## src/hw/sa_pkg.sv

```systemverilog
// Shared widths, matrix types, phase encoding and dimensions, imported by every attention RTL block
package sa_pkg;

    // Square matrix size and steps in one load phase
    localparam int N_DIM   = 8;
    localparam int N_STEPS = N_DIM * N_DIM;

    // Element widths
    localparam int DATA_W  = 8;
    localparam int PROJ_W  = 19;
    localparam int SCORE_W = 41;
    localparam int OUT_W   = 64;

    typedef logic signed [DATA_W-1:0]  data_t;
    typedef logic signed [PROJ_W-1:0]  proj_t;
    typedef logic signed [SCORE_W-1:0] score_t;
    typedef logic signed [OUT_W-1:0]   out_t;

    typedef logic [5:0] step_t;
    typedef logic [3:0] tcount_t;

    // One column of X, indexed by row
    typedef data_t x_col_t [N_DIM];

    // Matrices indexed [row][col]
    typedef proj_t  proj_mat_t  [N_DIM][N_DIM];
    typedef score_t score_mat_t [N_DIM][N_DIM];

    typedef enum logic [2:0] {
        PH_IDLE   = 3'd0,
        PH_LOAD_Q = 3'd1,
        PH_LOAD_K = 3'd2,
        PH_LOAD_V = 3'd3,
        PH_OUT    = 3'd4
    } phase_t;

endpackage

```

## src/hw/projection_unit.sv

```systemverilog
// Eight-lane MAC array that accumulates one projection matrix X*W from X columns and weights
`timescale 1ns/10ps

module projection_unit #(
    parameter bit REG_WEIGHT = 1'b0
) (
    input  logic              clk,
    input  logic              rst_n,
    input  logic              clear,
    input  logic              acc_en,
    input  sa_pkg::step_t     step,
    input  sa_pkg::x_col_t    x_col,
    input  sa_pkg::data_t     weight,
    output sa_pkg::proj_mat_t mat
);
    import sa_pkg::*;

    data_t      w_use;
    logic [2:0] col;

    assign col = step[2:0];

    // A live input stream is one cycle ahead of step, a stored one is not
    generate
        if (REG_WEIGHT) begin : g_wreg
            data_t w_reg;

            always_ff @(posedge clk) begin
                w_reg <= weight;
            end

            assign w_use = w_reg;
        end else begin : g_wdir
            assign w_use = weight;
        end
    endgenerate

    // Lane i adds X[i][k] * W[k][j] into element (i, j)
    always_ff @(posedge clk or negedge rst_n) begin
        if (!rst_n) begin
            mat <= '{default: '0};
        end else if (clear) begin
            mat <= '{default: '0};
        end else if (acc_en) begin
            for (int i = 0; i < N_DIM; i++) begin
                mat[i][col] <= mat[i][col] + proj_t'(x_col[i]) * proj_t'(w_use);
            end
        end
    end

endmodule

```

## config.mk

```make
export PLATFORM = sky130hd
export DESIGN_NAME = projection_unit
export DESIGN_NICKNAME = d
export VERILOG_FILES = /design/src/hw/sa_pkg.sv /design/src/hw/projection_unit.sv
export SDC_FILE = /design/constraint.sdc
export NUM_CORES = 2
export LEC_CHECK = 0
export BUFFER_PORTS_ARGS = -buffer_cell sky130_fd_sc_hd__buf_2
export CORE_AREA = 2 2 526 528
export DETAILED_ROUTE_END_ITERATION = 8
export DIE_AREA = 0 0 528 530
export PLACE_DENSITY_LB_ADDON = 0.25
export SLEW_MARGIN = 25
export SYNTH_ARGS = -nofsm -noshare
export SYNTH_HDL_FRONTEND = slang
export SYNTH_SLANG_ARGS = --single-unit
```

## constraint.sdc

```tcl
create_clock -name clk -period 7.05 [get_ports clk]
set_clock_uncertainty 0.15 [all_clocks]
set_input_delay 0.705 -clock clk [delete_from_list [all_inputs] [get_ports clk]]
set_output_delay 0.705 -clock clk [all_outputs]
set_load 0.03 [all_outputs]
```

### After elaboration in Yosys (flattened, before gate mapping)

Index checks and enable logic that the tools add are counted.

* flip-flop bits (word level): 1216
* logic and storage cells: 121

* $add $sub $neg: 8
* multiply operators: 8
* magnitude comparators: 2
* mux-type cells: 36
* bitwise gates (word level): 1
* reductions and logical operators: 2

Operator list (count)
* two-way mux 1216 bit: 2
* bitwise mux 152 bit: 8
* binary-select mux 19 bit (select 3 bit): 8
* two-way mux 19 bit: 17
* adder 19 x 16 -> 19 bit: 8
* multiplier 8 x 8 -> 16 bit: 8
* demux 19 bit (select 3 bit): 1
* >= comparator 4 bit, second input constant: 1
* less-than comparator 4 x 1 -> 1 bit, second input constant: 1
* inverter 3 -> 4 bit: 1
* nonzero test 2 bit: 1
* logical AND 1 bit: 1

### Depth between registers and ports, before layout

* depth after elaboration: 8
* gate-level depth with buffers: 26
* gate-level depth less buffers: 22

### Worst setup path after synthesis

No wires, ideal clock.

* path type: in2reg
* start: input port step[2]
* end: register mat[320] in the netlist's numbering
* data arrival time: 6.704 ns
* data required time: 6.822 ns
* path slack: 0.118 ns
* cell stages on the path: 22
* path through: buf_2 > nor3b_1 > clkbuf_1 > clkbuf_1 > buf_1 > a22oi_1 > and3_1 > fa_1 > inv_1 > fa_1 > inv_1 > fa_1 > inv_1 > fa_1 > fa_1 > ha_1 > or3_1 > or2_2 > o2111a_1 > o31ai_1 > nand3_1 > a21oi_1

* word-level cells in the longest chain between the ends: 8
* elaborated cells on any way between the ends: 13
* classes of those cells: add/sub: 1; order compare: 2; mux: 8; bitwise: 1; reduce/logical: 1

Ends and longest elaborated chain
* start, declared: RTL line projection_unit.sv:11 `input sa_pkg::step_t step,`
* inverter 3 -> 4 bit (implied by the code) (*): RTL line projection_unit.sv:46 `mat[i][col] <= mat[i][col] + proj_t'(x_col[i]) * proj_t'(w_use);`
* binary-select mux 19 bit (select 3 bit), or another cell as far along: RTL line projection_unit.sv:46
* two-way mux 19 bit (implied by the code) / logical AND 1 bit (equally long branches): RTL line projection_unit.sv:46
* two-way mux 19 bit (implied by the code): RTL line projection_unit.sv:46
* adder 19 x 16 -> 19 bit / demux 19 bit (select 3 bit) (equally long branches): RTL line projection_unit.sv:46
* bitwise mux 152 bit (*): RTL line projection_unit.sv:46
* two-way mux 1216 bit (*): RTL line projection_unit.sv:44 `end else if (acc_en) begin`
* two-way mux 1216 bit (*): RTL line projection_unit.sv:42 `end else if (clear) begin`
* end signal, assigned by index: RTL line projection_unit.sv:46
* end, declared: RTL line projection_unit.sv:14 `output sa_pkg::proj_mat_t mat`

Mark *: on every way between the ends. The rest lies on a longest branch, timed or not. The select of a mux whose other input is x is not followed.
A chain may end at the register's enable or synchronous reset.

### Final worst setup path

* start: input port step[1]
* end: register mat[1120] in the netlist's numbering

Same word-level chain as after synthesis.

==> summary.md <==
| Metric | Value |
|---|---|
| Net Sw Frac | `0.509` |
| Status | `finished clean` |
| Minimum clock period | `6.66 ns` |
| Largest registers | `mat x1216` |
| CTS clk-pin slew, worst paths | `0.06 ns` |
| Yosys warns | `0` |
| Power share of the sequential group | `0.165` |
| CTS root buffer | `clkbuf_16` |
| CTS max path bufs | `4` |
| Max Slew Vio Count | `0` |
| Post-Syn Area | `82000 um^2` |
| Pin count of the biggest net entering global routing | `235` |
| Peak supply drop | `0.000632 V` |
| Sink Count | `1216` |
| Critical path, cell by cell | `buf_2 > nor3_2 > buf_12 > buf_12 > a22oi_2 > nand4_1 > buf_4 > fa_1 > inv_1 > fa_1 > inv_1 > fa_1 > fa_1 > ha_1 > ha_1 > buf_4 > nand3_1 > a21oi_1 > a2111oi_0 > buf_4 > nor2_1 > buf_12 > xnor2_2 > a211oi_1` |
| Tcrit/Tclk final | `0.945` |
| Grt total ovfl | `0` |
| Most area-consuming cells after synthesis | `dfrtp_1 37%, fa_1 16%, nand2_1 8.4%` |
| Placer Congestion | `0.946` |
| Met3 wire len | `47.8 mm` |
| Crit path DAT | `7.19 ns` |
| Total power | `54.8 mW` |
| Detail Placement HPWL | `319 mm` |
| Htree depth | `4` |
| Async SR Flop Fraction | `1.00` |
| Routed WL per cell | `31.0 um` |
| Yosys top cell area share | `0.371` |
| Number of DRC markers in iteration 0 | `9066` |
| Max-Slew Margin vs Limit | `0.214` |
| Largest Register | `mat` |
| Overall routing resource usage | `0.304` |
| Setup TNS Final | `0 ns` |
| CP Buf/Inv Count | `9` |
| Initial antenna violation count | `72` |
| Routed vias/inst | `5.56` |
| Most frequent CP cell | `fa_1` |
| Seq cells post-synth | `1216` |
| WP data required | `7.58 ns` |
| Largest register FFs | `1216` |
| Max incr delay on CP | `0.55 ns` |
| Die area | `280000 um^2` |
| Endpoints failing hold | `0` |
| Port Buffers | `1294` |
| Layout area overhead | `24.5%` |
| Setup CP Type | `in2reg` |
| Syn avg cell area | `9.20 um^2` |
| DR pass1 iterations | `6` |
| Layout cells sized above 1 | `0.213` |
| I/O pins | `1298` |
| Post-route ant nets | `0` |
| DRC | `0` |
| Synth Instances | `8916` |
| Max Cap Viol | `0` |
| Most common cell in the netlist | `nand2_1` |
| Met2 routed WL | `185 mm` |
| Post-Route M1 WL | `174 mm` |
| Row count | `193` |
| Pwr per Cell Area | `537 nW/um^2` |
| Final setup vio count | `0` |
| Total number of vias | `78.3k` |
| Number of flops mapped to enable cells by yosys | `0` |
| Layout Nets | `11.4k` |
| Synth area leader | `dfrtp_1` |
| Unique masters post-synth | `77` |
| Post-synthesis sequential area ratio | `0.371` |
| Clock power share | `0.153` |
| Initial Util | `0.298` |
| Utilization after layout | `0.371` |
| Internal Power | `26.9 mW` |
| Ys flop type | `dfrtp_1` |
| Routed WL | `437 mm` |
| CP max-delay cell | `fa_1` |
| CTS tree | `done` |
| Startpoint Class | `primary input` |
| RSZ-0062 raised after global routing | `no` |
| Skew-Pair Late Insertion Delay | `0.87 ns` |
| Postcts setup bufs | `0` |
| Critical path's top delay family | `adder cells` |
| Leakage | `49.1 nW` |
| Worst hold path class | `in2async` |
| Commonest cells in the netlist | `1833 x nand2_1, 1216 x dfrtp_1, 946 x a21oi_1, 698 x inv_1, 672 x fa_1` |
| Combinational Power Share | `0.683` |
| Fmax | `150 MHz` |
| Sw Pwr | `27.9 mW` |
| Synthesized Nets | `10.0k` |
| First-pass GRT wire length | `609 mm` |
| Number of global-route vias before repair | `77.5k` |
| Crit. End Element | `register` |
| Total CTS buffers | `156` |
| Core Box Area | `275000 um^2` |
| Crit Path Max Fanout | `33` |
| Top Metal Used | `met5` |
| Actual slew at the worst max-slew pin | `1.18 ns` |
| Die height | `530 um` |
| Die outline width | `528 um` |
[metal layers]
layer / vias to the layer above / track usage
met1: 39800 / 0.397
met3: 974 / 0.0887
met4: 14 / 0.176
li1: 32900 / -
met5: - / 0
met2: 4684 / 0.445
[cell families (layout without fill, tap and decap cells)]
logic type | after synthesis | count (layout) | share of synthesized area
AOI/OAI and AO/OA | 2150 | 2150 | 0.164
xor gates and xnor gates | 115 | 115 | 0.0126
adders and majority gates | 1024 | 1024 | 0.218
buffers and inverters | 1364 | 2893 | 0.0651
DFF | 1216 | 1216 | 0.371
muxes | 24 | 24 | 0.00375
other | 0 | 46 | 0
and+or+nand+nor | 3023 | 3023 | 0.166
[path summary, 6_finish.rpt]
kind                                start        end  slack (ns)  cells after the start
min in group clk                    clear   mat[645]        0.29                      2
max in group asynchronous           rst_n   mat[477]        4.53                      4
worst max-delay path              step[1]  mat[1120]        0.39                     24
worst min-delay path                rst_n   mat[802]        0.28                      2
worst min register to register  mat[1148]  mat[1148]        0.39                      2
worst max register to register  mat[1146]  mat[1120]        0.50                     20
[layout make-up]
type,instances,area [um^2]
sequential,1216,30400
antenna,46,115
multi-input combinational,6336,46600
inverter,698,2620
clock buffer,231,4510
fill,28000,173000
timing repair buffer,1917,12700
tap,3607,4510
clock inverter,47,666
[stage by stage]
step                      setup slack, ns  std cells  hold slack [ns]  area (um^2)
after floorplan                     0.118       8916            0.259        82000
after global placement             -0.759      13800            0.366        96700
after detailed placement           -0.808      13800            0.373        96700
after CTS                          0.0890      14000            0.232       102000
after global routing               0.0538      14100            0.264       102000
final                               0.391      14100            0.278       102000
[placed cells by master, fill, tap and decap left out, types with 200 or more instances in the layout]
cell type,instances
buf_4,514
a21oi_1,945
fa_1,672
nor2_1,300
a22oi_1,496
o21ai_0,200
dfrtp_1,1216
nand2_1,1825
buf_2,1285
inv_1,697
ha_1,352
and2_1,274
[power by group through the flow]
stage | combinational [mW] | clock, mW | sequential [mW]
after global routing | 40.3 | 8.74 | 9.09
after global placement | 36.7 | 0 | 9.05
after detailed placement | 37.1 | 0 | 9.08
after CTS | 37.3 | 8.45 | 8.97
final | 37.4 | 8.36 | 9.03
after floorplan | 16.0 | 0 | 10.7
[timing repair]
| item | CTS | global route |
|---|---|---|
| setup endpoints to repair | 0 | 9 |
| hold buffers | 1 | 0 |
| resized for setup | 0 | 1 |
| hold endpoints to repair | 60 | 0 |
No activity file was read; power rests on OpenSTA's default activity.
