<file path="src/hw/sa_pkg.sv">
// Shared widths, matrix types, phase encoding and dimensions, imported by every attention RTL block
package sa_pkg;

    // Square matrix size and steps in one load phase
    localparam int N_DIM   = 8;
    localparam int N_STEPS = N_DIM * N_DIM;

    // Element widths
    localparam int DATA_W  = 8;
    localparam int PROJ_W  = 19;
    localparam int SCORE_W = 41;
    localparam int OUT_W   = 64;

    typedef logic signed [DATA_W-1:0]  data_t;
    typedef logic signed [PROJ_W-1:0]  proj_t;
    typedef logic signed [SCORE_W-1:0] score_t;
    typedef logic signed [OUT_W-1:0]   out_t;

    typedef logic [5:0] step_t;
    typedef logic [3:0] tcount_t;

    // One column of X, indexed by row
    typedef data_t x_col_t [N_DIM];

    // Matrices indexed [row][col]
    typedef proj_t  proj_mat_t  [N_DIM][N_DIM];
    typedef score_t score_mat_t [N_DIM][N_DIM];

    typedef enum logic [2:0] {
        PH_IDLE   = 3'd0,
        PH_LOAD_Q = 3'd1,
        PH_LOAD_K = 3'd2,
        PH_LOAD_V = 3'd3,
        PH_OUT    = 3'd4
    } phase_t;

endpackage

</file>
<file path="src/hw/sa_ctrl.sv">
// Phase sequencer for the attention core, drives phase, step, token count and the clear pulse
`timescale 1ns/10ps

module sa_ctrl (
    input  logic            clk,
    input  logic            rst_n,
    input  logic            in_valid,
    input  sa_pkg::tcount_t t_in,
    output sa_pkg::phase_t  phase,
    output sa_pkg::step_t   step,
    output sa_pkg::tcount_t t_count,
    output logic            clear
);
    import sa_pkg::*;

    logic [6:0] out_len;
    logic       load_last;
    logic       out_last;

    // Output phase covers T rows of eight elements
    assign out_len   = {t_count, 3'b000};
    assign load_last = (step == step_t'(N_STEPS - 1));
    assign out_last  = ({1'b0, step} == out_len - 7'd1);

    always_ff @(posedge clk or negedge rst_n) begin
        if (!rst_n) begin
            phase   <= PH_IDLE;
            step    <= '0;
            t_count <= '0;
            clear   <= 1'b0;
        end else begin
            clear <= 1'b0;
            case (phase)
                PH_IDLE: begin
                    step <= '0;
                    if (in_valid) begin
                        phase   <= PH_LOAD_Q;
                        t_count <= t_in;
                        clear   <= 1'b1;
                    end
                end
                PH_LOAD_Q: begin
                    step <= step + step_t'(1);
                    if (load_last) begin
                        phase <= PH_LOAD_K;
                    end
                end
                PH_LOAD_K: begin
                    step <= step + step_t'(1);
                    if (load_last) begin
                        phase <= PH_LOAD_V;
                    end
                end
                PH_LOAD_V: begin
                    // Step wraps to zero for the output phase
                    step <= step + step_t'(1);
                    if (load_last) begin
                        phase <= PH_OUT;
                    end
                end
                PH_OUT: begin
                    step <= step + step_t'(1);
                    if (out_last) begin
                        phase <= PH_IDLE;
                        step  <= '0;
                    end
                end
                default: begin
                    phase <= PH_IDLE;
                    step  <= '0;
                end
            endcase
        end
    end

endmodule

</file>
<file path="config.mk">
export PLATFORM = sky130hd
export DESIGN_NAME = sa_ctrl
export DESIGN_NICKNAME = d
export VERILOG_FILES = /design/src/hw/sa_pkg.sv /design/src/hw/sa_ctrl.sv
export SDC_FILE = /design/constraint.sdc
export NUM_CORES = 1
export LEC_CHECK = 0
export BUFFER_PORTS_ARGS = -buffer_cell sky130_fd_sc_hd__buf_2
export CORE_MARGIN = 2
export CORE_UTILIZATION = 49
export CTS_BUF_LIST = sky130_fd_sc_hd__clkbuf_4 sky130_fd_sc_hd__clkbuf_8 sky130_fd_sc_hd__clkbuf_16
export DETAILED_ROUTE_END_ITERATION = 10
export PLACE_DENSITY = 0.79
export SLEW_MARGIN = 15
export SYNTH_ARGS = -nofsm -noshare
export SYNTH_HDL_FRONTEND = slang
export SYNTH_SLANG_ARGS = --single-unit
</file>
<file path="constraint.sdc">
create_clock -name clk -period 2 [get_ports clk]
set_clock_uncertainty 0.05 [all_clocks]
set_input_delay 0.3 -clock clk [delete_from_list [all_inputs] [get_ports clk]]
set_output_delay 0.3 -clock clk [all_outputs]
set_load 0.01 [all_outputs]
</file>
# [Word-level counts from Yosys, hierarchy flattened]
# Index checks and enable logic that the tools add are counted.
[op_classes] add_sub_neg=2 eq_ne=11 muxes=10 reduce_logical=4
[op_table] cell="3-bit two-way mux" n=5
[op_table] cell="3-bit one-hot mux with 5 select lines" n=1
[op_table] cell="6-bit one-hot mux with 2 select lines" n=1
[op_table] cell="2-bit != test (second input constant)" n=5
[op_table] cell="6-bit by 7-bit == test with 1-bit output" n=1
[op_table] cell="7-bit by 1-bit subtractor with 7-bit output (second input constant)" n=1
[op_table] cell="6-bit by 1-bit adder with 6-bit output (second input constant)" n=1
[op_table] cell="3-bit by 2-bit == test with 1-bit output (second input constant)" n=2
[op_table] cell="6-bit == test (second input constant)" n=1
[op_table] cell="6-bit two-way mux" n=1
[op_table] cell="5-bit AND reduction" n=1
[op_table] cell="3-bit by 1-bit == test with 1-bit output (second input constant)" n=1
[op_table] cell="3-bit == test (second input constant)" n=1
[op_table] cell="3-bit zero test" n=1
[op_table] cell="3-bit OR reduction" n=1
[op_table] cell="1-bit two-way mux" n=2
[op_table] cell="2-bit AND reduction" n=1
[totals] regBits=14 out_inout_bits=14 word_cells=31

# [Logic depth before layout (Yosys ltp)]
[logic_depth] depth_word=4 mapped_depth=6

# [Worst setup path after synthesis]
# OpenSTA, ideal clock, no wires.
[synth_timing] path_type="flip-flop to flip-flop" from="register t_count[0]" to="register step[0]" arrival_ps=1662 setup_slack_ps=154 stages_incl_launch_ff=7 path_buffers=0 period_less_slack_ps=1846 cell_sequence="dfrtp_1 -> inv_1 -> ha_1 -> xnor2_1 -> or3_4 -> nor4_4 -> nor3b_1"
[synth_via] elab_chain_cells=4
[synth_rtl] element="from (decl)" line="sa_ctrl.sv:11" rtl="output sa_pkg::tcount_t t_count,"
[synth_rtl] element="from (signal assigned)" line="sa_ctrl.sv:38" rtl="t_count <= t_in;"
[synth_rtl] element="7-bit by 1-bit subtractor with 7-bit output" line="sa_ctrl.sv:23" rtl="assign out_last = ({1'b0, step} == out_len - 7'd1);"
[synth_rtl] element="6-bit by 7-bit == test with 1-bit output" line="sa_ctrl.sv:23"
[synth_rtl] element="6-bit two-way mux" line="sa_ctrl.sv:63" rtl="if (out_last) begin"
[synth_rtl] element="6-bit one-hot mux with 2 select lines" line="sa_ctrl.sv:33" rtl="case (phase)"
[synth_rtl] element="to (signal assigned)" line="sa_ctrl.sv:43" rtl="step <= step + step_t'(1);"
[synth_rtl] element="to (signal assigned)" line="sa_ctrl.sv:49" rtl="step <= step + step_t'(1);"
[synth_rtl] element="to (signal assigned)" line="sa_ctrl.sv:62" rtl="step <= step + step_t'(1);"
[synth_rtl] element="to (decl)" line="sa_ctrl.sv:10" rtl="output sa_pkg::step_t step,"
# Every way passes these cells.
# A chain may end at the register's enable or synchronous reset.

# [Worst setup path in the final report]
[layout_timing] from="register t_count[0]" to="register phase[2]"
[layout_via] elab_chain_cells=4
[layout_rtl] element="7-bit by 1-bit subtractor with 7-bit output" line="sa_ctrl.sv:23"
[layout_rtl] element="6-bit by 7-bit == test with 1-bit output" line="sa_ctrl.sv:23"
[layout_rtl] element="2-bit != test (no source line)"
[layout_rtl] element="5-bit AND reduction (no source line)"
[layout_rtl] element="to (signal assigned)" line="sa_ctrl.sv:27" rtl="phase <= PH_IDLE;"
[layout_rtl] element="to (signal assigned)" line="sa_ctrl.sv:37" rtl="phase <= PH_LOAD_Q;"
[layout_rtl] element="to (signal assigned)" line="sa_ctrl.sv:45" rtl="phase <= PH_LOAD_K;"
[layout_rtl] element="to (decl)" line="sa_ctrl.sv:9" rtl="output sa_pkg::phase_t phase,"
# Every way passes these cells.

==> implementation parameters <==
Parameter                              Value

Power
  Peak VDD IR    0.000457 V
  Sequential power share    55.0%
  Static leakage    0.429 nW
  P per Cell Area    597 nW/um2
  Combinational share of power    7.3%
  Cell internal power dissipation    0.417 mW
  NetSw    0.114 mW
  Switching fraction of total power    21.4%
  Clock network power share    37.6%
  Total power after layout    0.531 mW

Placed design
  Final RePlAce weighted congestion    0.790
  Port-buffer cells    20
  Placed instance area    842 um2

Clock tree
  Number of buffers between clock root and the deepest sink    2
  Number of levels in the clock H-tree    1
  Sinks on the clock net    14
  Insertion delay to the later sink of the worst-skew pair    0.28 ns
  Cell at the root of the clock tree    sky130_fd_sc_hd__clkbuf_4
  Number of buffers inserted during clock tree synthesis    3
  Clock transition at the register clock pins on the worst setup and hold paths after CTS    0.08 ns
  CTS tree    yes

Yosys
  Synth area leader    sky130_fd_sc_hd__dfrtp_1
  Average instance area after synthesis    10.9 um2
  Largest family of logic cells by synthesized area    simple AND/OR/NAND/NOR gates
  Fraction of synthesized area in multiplexers    4.51%
  Flops & latches, synth    14
  Area share of xor/xnor cells in the synthesized design    12.2%
  Cells taking the most area after synthesis    sky130_fd_sc_hd__dfrtp_1 49%, sky130_fd_sc_hd__xnor2_1 8.5%, sky130_fd_sc_hd__nand2_1 3.6%
  Most frequent cells after synthesis    14 x sky130_fd_sc_hd__dfrtp_1, 7 x sky130_fd_sc_hd__nand2_1, 7 x sky130_fd_sc_hd__xnor2_1
  Cell area after technology mapping    721 um2
  Syn_nets    75
  Area share of and/or/nand/nor cells after synthesis    25.5%
  Synthesized instance count    66
  Flip-flop cell with the highest count after synthesis    sky130_fd_sc_hd__dfrtp_1
  Top-count cell post-synth    sky130_fd_sc_hd__dfrtp_1
  Count of different cell masters after synthesis    25
  Post-synthesis compound-gate area fraction    3.99%
  Seq/Total Area, Yosys    48.6%
  Post-synth top area share    48.6%
  Proportion of synthesized flip-flops having asynchronous set or reset    100%
  Synth Warn #    0
  Adder-Cell Fraction of Synth Area    3.47%
  Number of enable-type register cells in the synthesized netlist    0

Timing
  Final setup violating endpoints    0
  Unrepaired setup endpoints after global routing    no
  Total count of max-transition violations in the final report    0
  Final period demand of the worst path    1.88 ns
  FMAX    0.533 GHz
  Max-Slew Margin vs Limit    71.9%
  Post-route clock period utilization    93.8%
  Transition at the pin with the smallest max-transition slack    0.419 ns
  TNS Setup    0 ns
  Hold Vio Cnt, Final    0

Die
  Starting utilization of the core area    54.0%
  Standard cell core area    1330 um2
  Floorplan die width    42.4 um
  Die outline height    42.4 um
  Cell Rows    13
  Floorplan die area    1790 um2
  Num ports    21

Setup path
  Crit path max-delay cell type    sky130_fd_sc_hd__dfrtp_1
  Data arrival time at the worst-slack endpoint    1.99 ns
  Worst Path Class, Setup    register to register
  Startpoint type of the worst setup path    register
  Buffering stage count on the worst path with inverters included    1
  Delay of the slowest critical-path stage    0.42 ns
  Kind of end point of the critical path    register
  Category of cells accounting for the largest share of critical-path delay    flip-flops
  Worst-path fanout max    4
  Cells along the critical path    inv_1, ha_1, xnor2_1, or3_4, o311ai_1, o21ai_0
  Required time of the critical path    2.11 ns

Finish
  Final cell utilization of the core    66.6%
  Design area    888 um2
  Layout cells sized above 1    35.2%
  Area growth from synthesis to final layout    23.3%
  Layout net count    101
  Ant. Diodes    0

GRT
  Maximum number of pins on one net before global-route repair    15
  Vias in the first global route    515
  GRT Resource Usage Total    17.1%
  Overflow left after global routing    0
  Initial antenna violation count    0
  First-pass GRT wire length    2200 um

Detailed routing
  DRC violations left    0
  Detailed Routing Iterations Pass 1    4
  Per-cell via count in the routed design    5.18
  Number of DRC markers after the initial detailed-route iteration    7
  Routed len/inst    12.0 um
  Aggregate routed wire length    1270 um
  Via Count    549
  Residual antenna-violating net count after detailed routing    0

Job
  Max-capacitance violation count    0

Run status
  Outcome    complete, no violations

Hold path
  Type of the tightest min-delay check    input port to register
==> cells in the final DEF (no fill, tap or decap) <==
master and count:
sky130_fd_sc_hd__a21oi_1 1, sky130_fd_sc_hd__and3_1 1, sky130_fd_sc_hd__and3_2 1, sky130_fd_sc_hd__buf_2 20, sky130_fd_sc_hd__buf_4 1, sky130_fd_sc_hd__clkbuf_4 3
sky130_fd_sc_hd__clkbuf_8 1, sky130_fd_sc_hd__dfrtp_1 14, sky130_fd_sc_hd__dlygate4sd3_1 1, sky130_fd_sc_hd__ha_1 2, sky130_fd_sc_hd__inv_1 2, sky130_fd_sc_hd__mux2_2 2
sky130_fd_sc_hd__mux2i_1 1, sky130_fd_sc_hd__nand2_1 7, sky130_fd_sc_hd__nand2b_1 1, sky130_fd_sc_hd__nand3_1 4, sky130_fd_sc_hd__nand4_1 1, sky130_fd_sc_hd__nor2_1 6
sky130_fd_sc_hd__nor2b_1 1, sky130_fd_sc_hd__nor3_1 1, sky130_fd_sc_hd__nor3b_1 2, sky130_fd_sc_hd__nor4_4 1, sky130_fd_sc_hd__nor4b_4 1, sky130_fd_sc_hd__o21ai_0 3
sky130_fd_sc_hd__o311ai_1 1, sky130_fd_sc_hd__or2_2 1, sky130_fd_sc_hd__or3_4 1, sky130_fd_sc_hd__xnor2_1 7, sky130_fd_sc_hd__xor2_1 3
==> worst reg2reg max path: cells and delay by family, from the launching register on <==
| kind | cells | cell delay [ns] |
|---|---|---|
| AOI/OAI and AO/OA | 2 | 0.38 |
| xor gates and xnor gates | 1 | 0.12 |
| adders and majority gates | 1 | 0.31 |
| buffers and inverters | 1 | 0.09 |
| DFF | 1 | 0.42 |
| and+or+nand+nor | 1 | 0.40 |
==> per-layer routing <==
| layer | share of wire [%] | vias to the layer above | global-route usage (%) | wire [um] |
|---|---|---|---|---|
| met5 | 0 | - | 0 | 0 |
| met4 | 0.63 | 0 | 7.50 | 8 |
| met3 | 5.5 | 2 | 7.76 | 70 |
| met2 | 49 | 15 | 28.0 | 628 |
| met1 | 44 | 258 | 19.0 | 565 |
| li1 | - | 274 | - | - |
==> final cells by class <==
| type | instances | area [um2] |
|---|---|---|
| inverter | 2 | 7.51 |
| fill | 108 | 445 |
| sequential | 14 | 350 |
| clock buffer | 4 | 36.3 |
| timing repair buffer | 22 | 118 |
| multi-input combinational | 49 | 358 |
| tap | 15 | 18.8 |
==> sequential cells by signal (all words and copies together), names as in the netlist <==
register / count
clear: 1
phase: 3
t_count: 4
step: 6
==> per-stage QoR <==
stage	hold slack, ns	setup WS [ns]	std cells
CTS	0.160	0.0625	106
finish	0.173	0.123	106
detailed placement	0.156	0.0786	101
global placement	0.158	0.153	101
global route	0.179	0.0175	106
floorplan	-0.0456	0.154	66
==> repair_timing <==
action	4_1_cts	5_1_grt
endpoints found under the setup margin	0	5
endpoints found under the hold margin	14	0
setup buffers	0	0
hold buffers	1	0
resized for setup	0	0
==> logic make-up after synthesis <==
| logic type | after synthesis |
|---|---|
| AO/OA/AOI/OAI | 5 |
| XOR/XNOR | 10 |
| adder cells (fa/ha/maj) | 2 |
| buffers and inverters | 3 |
| flip-flops | 14 |
| multiplexers | 3 |
| AND/OR/NAND/NOR | 29 |
==> power by group through the flow <==
| stage | clock network, mW | registers (mW) | logic, mW |
|---|---|---|---|
| after detailed placement | 0 | 0.298 | 0.0384 |
| final | 0.200 | 0.292 | 0.0390 |
| after CTS | 0.209 | 0.292 | 0.0400 |
| after global placement | 0 | 0.297 | 0.0378 |
| after floorplan | 0 | 0.300 | 0.0180 |
| after global routing | 0.220 | 0.293 | 0.0444 |
==> worst paths after layout <==
check,start,end,slack [ns],cells after the start
setup / recovery,t_count[0],phase[2],0.12,6
min in group asynchronous,rst_n,step[2],0.37,2
max in group asynchronous,rst_n,t_count[1],1.29,2
hold reg to reg,step[0],step[0],0.48,1
setup reg to reg,t_count[0],phase[2],0.12,6
hold / removal,t_in[1],t_count[1],0.17,3
Note: power is estimated with default switching activity, not from simulation.
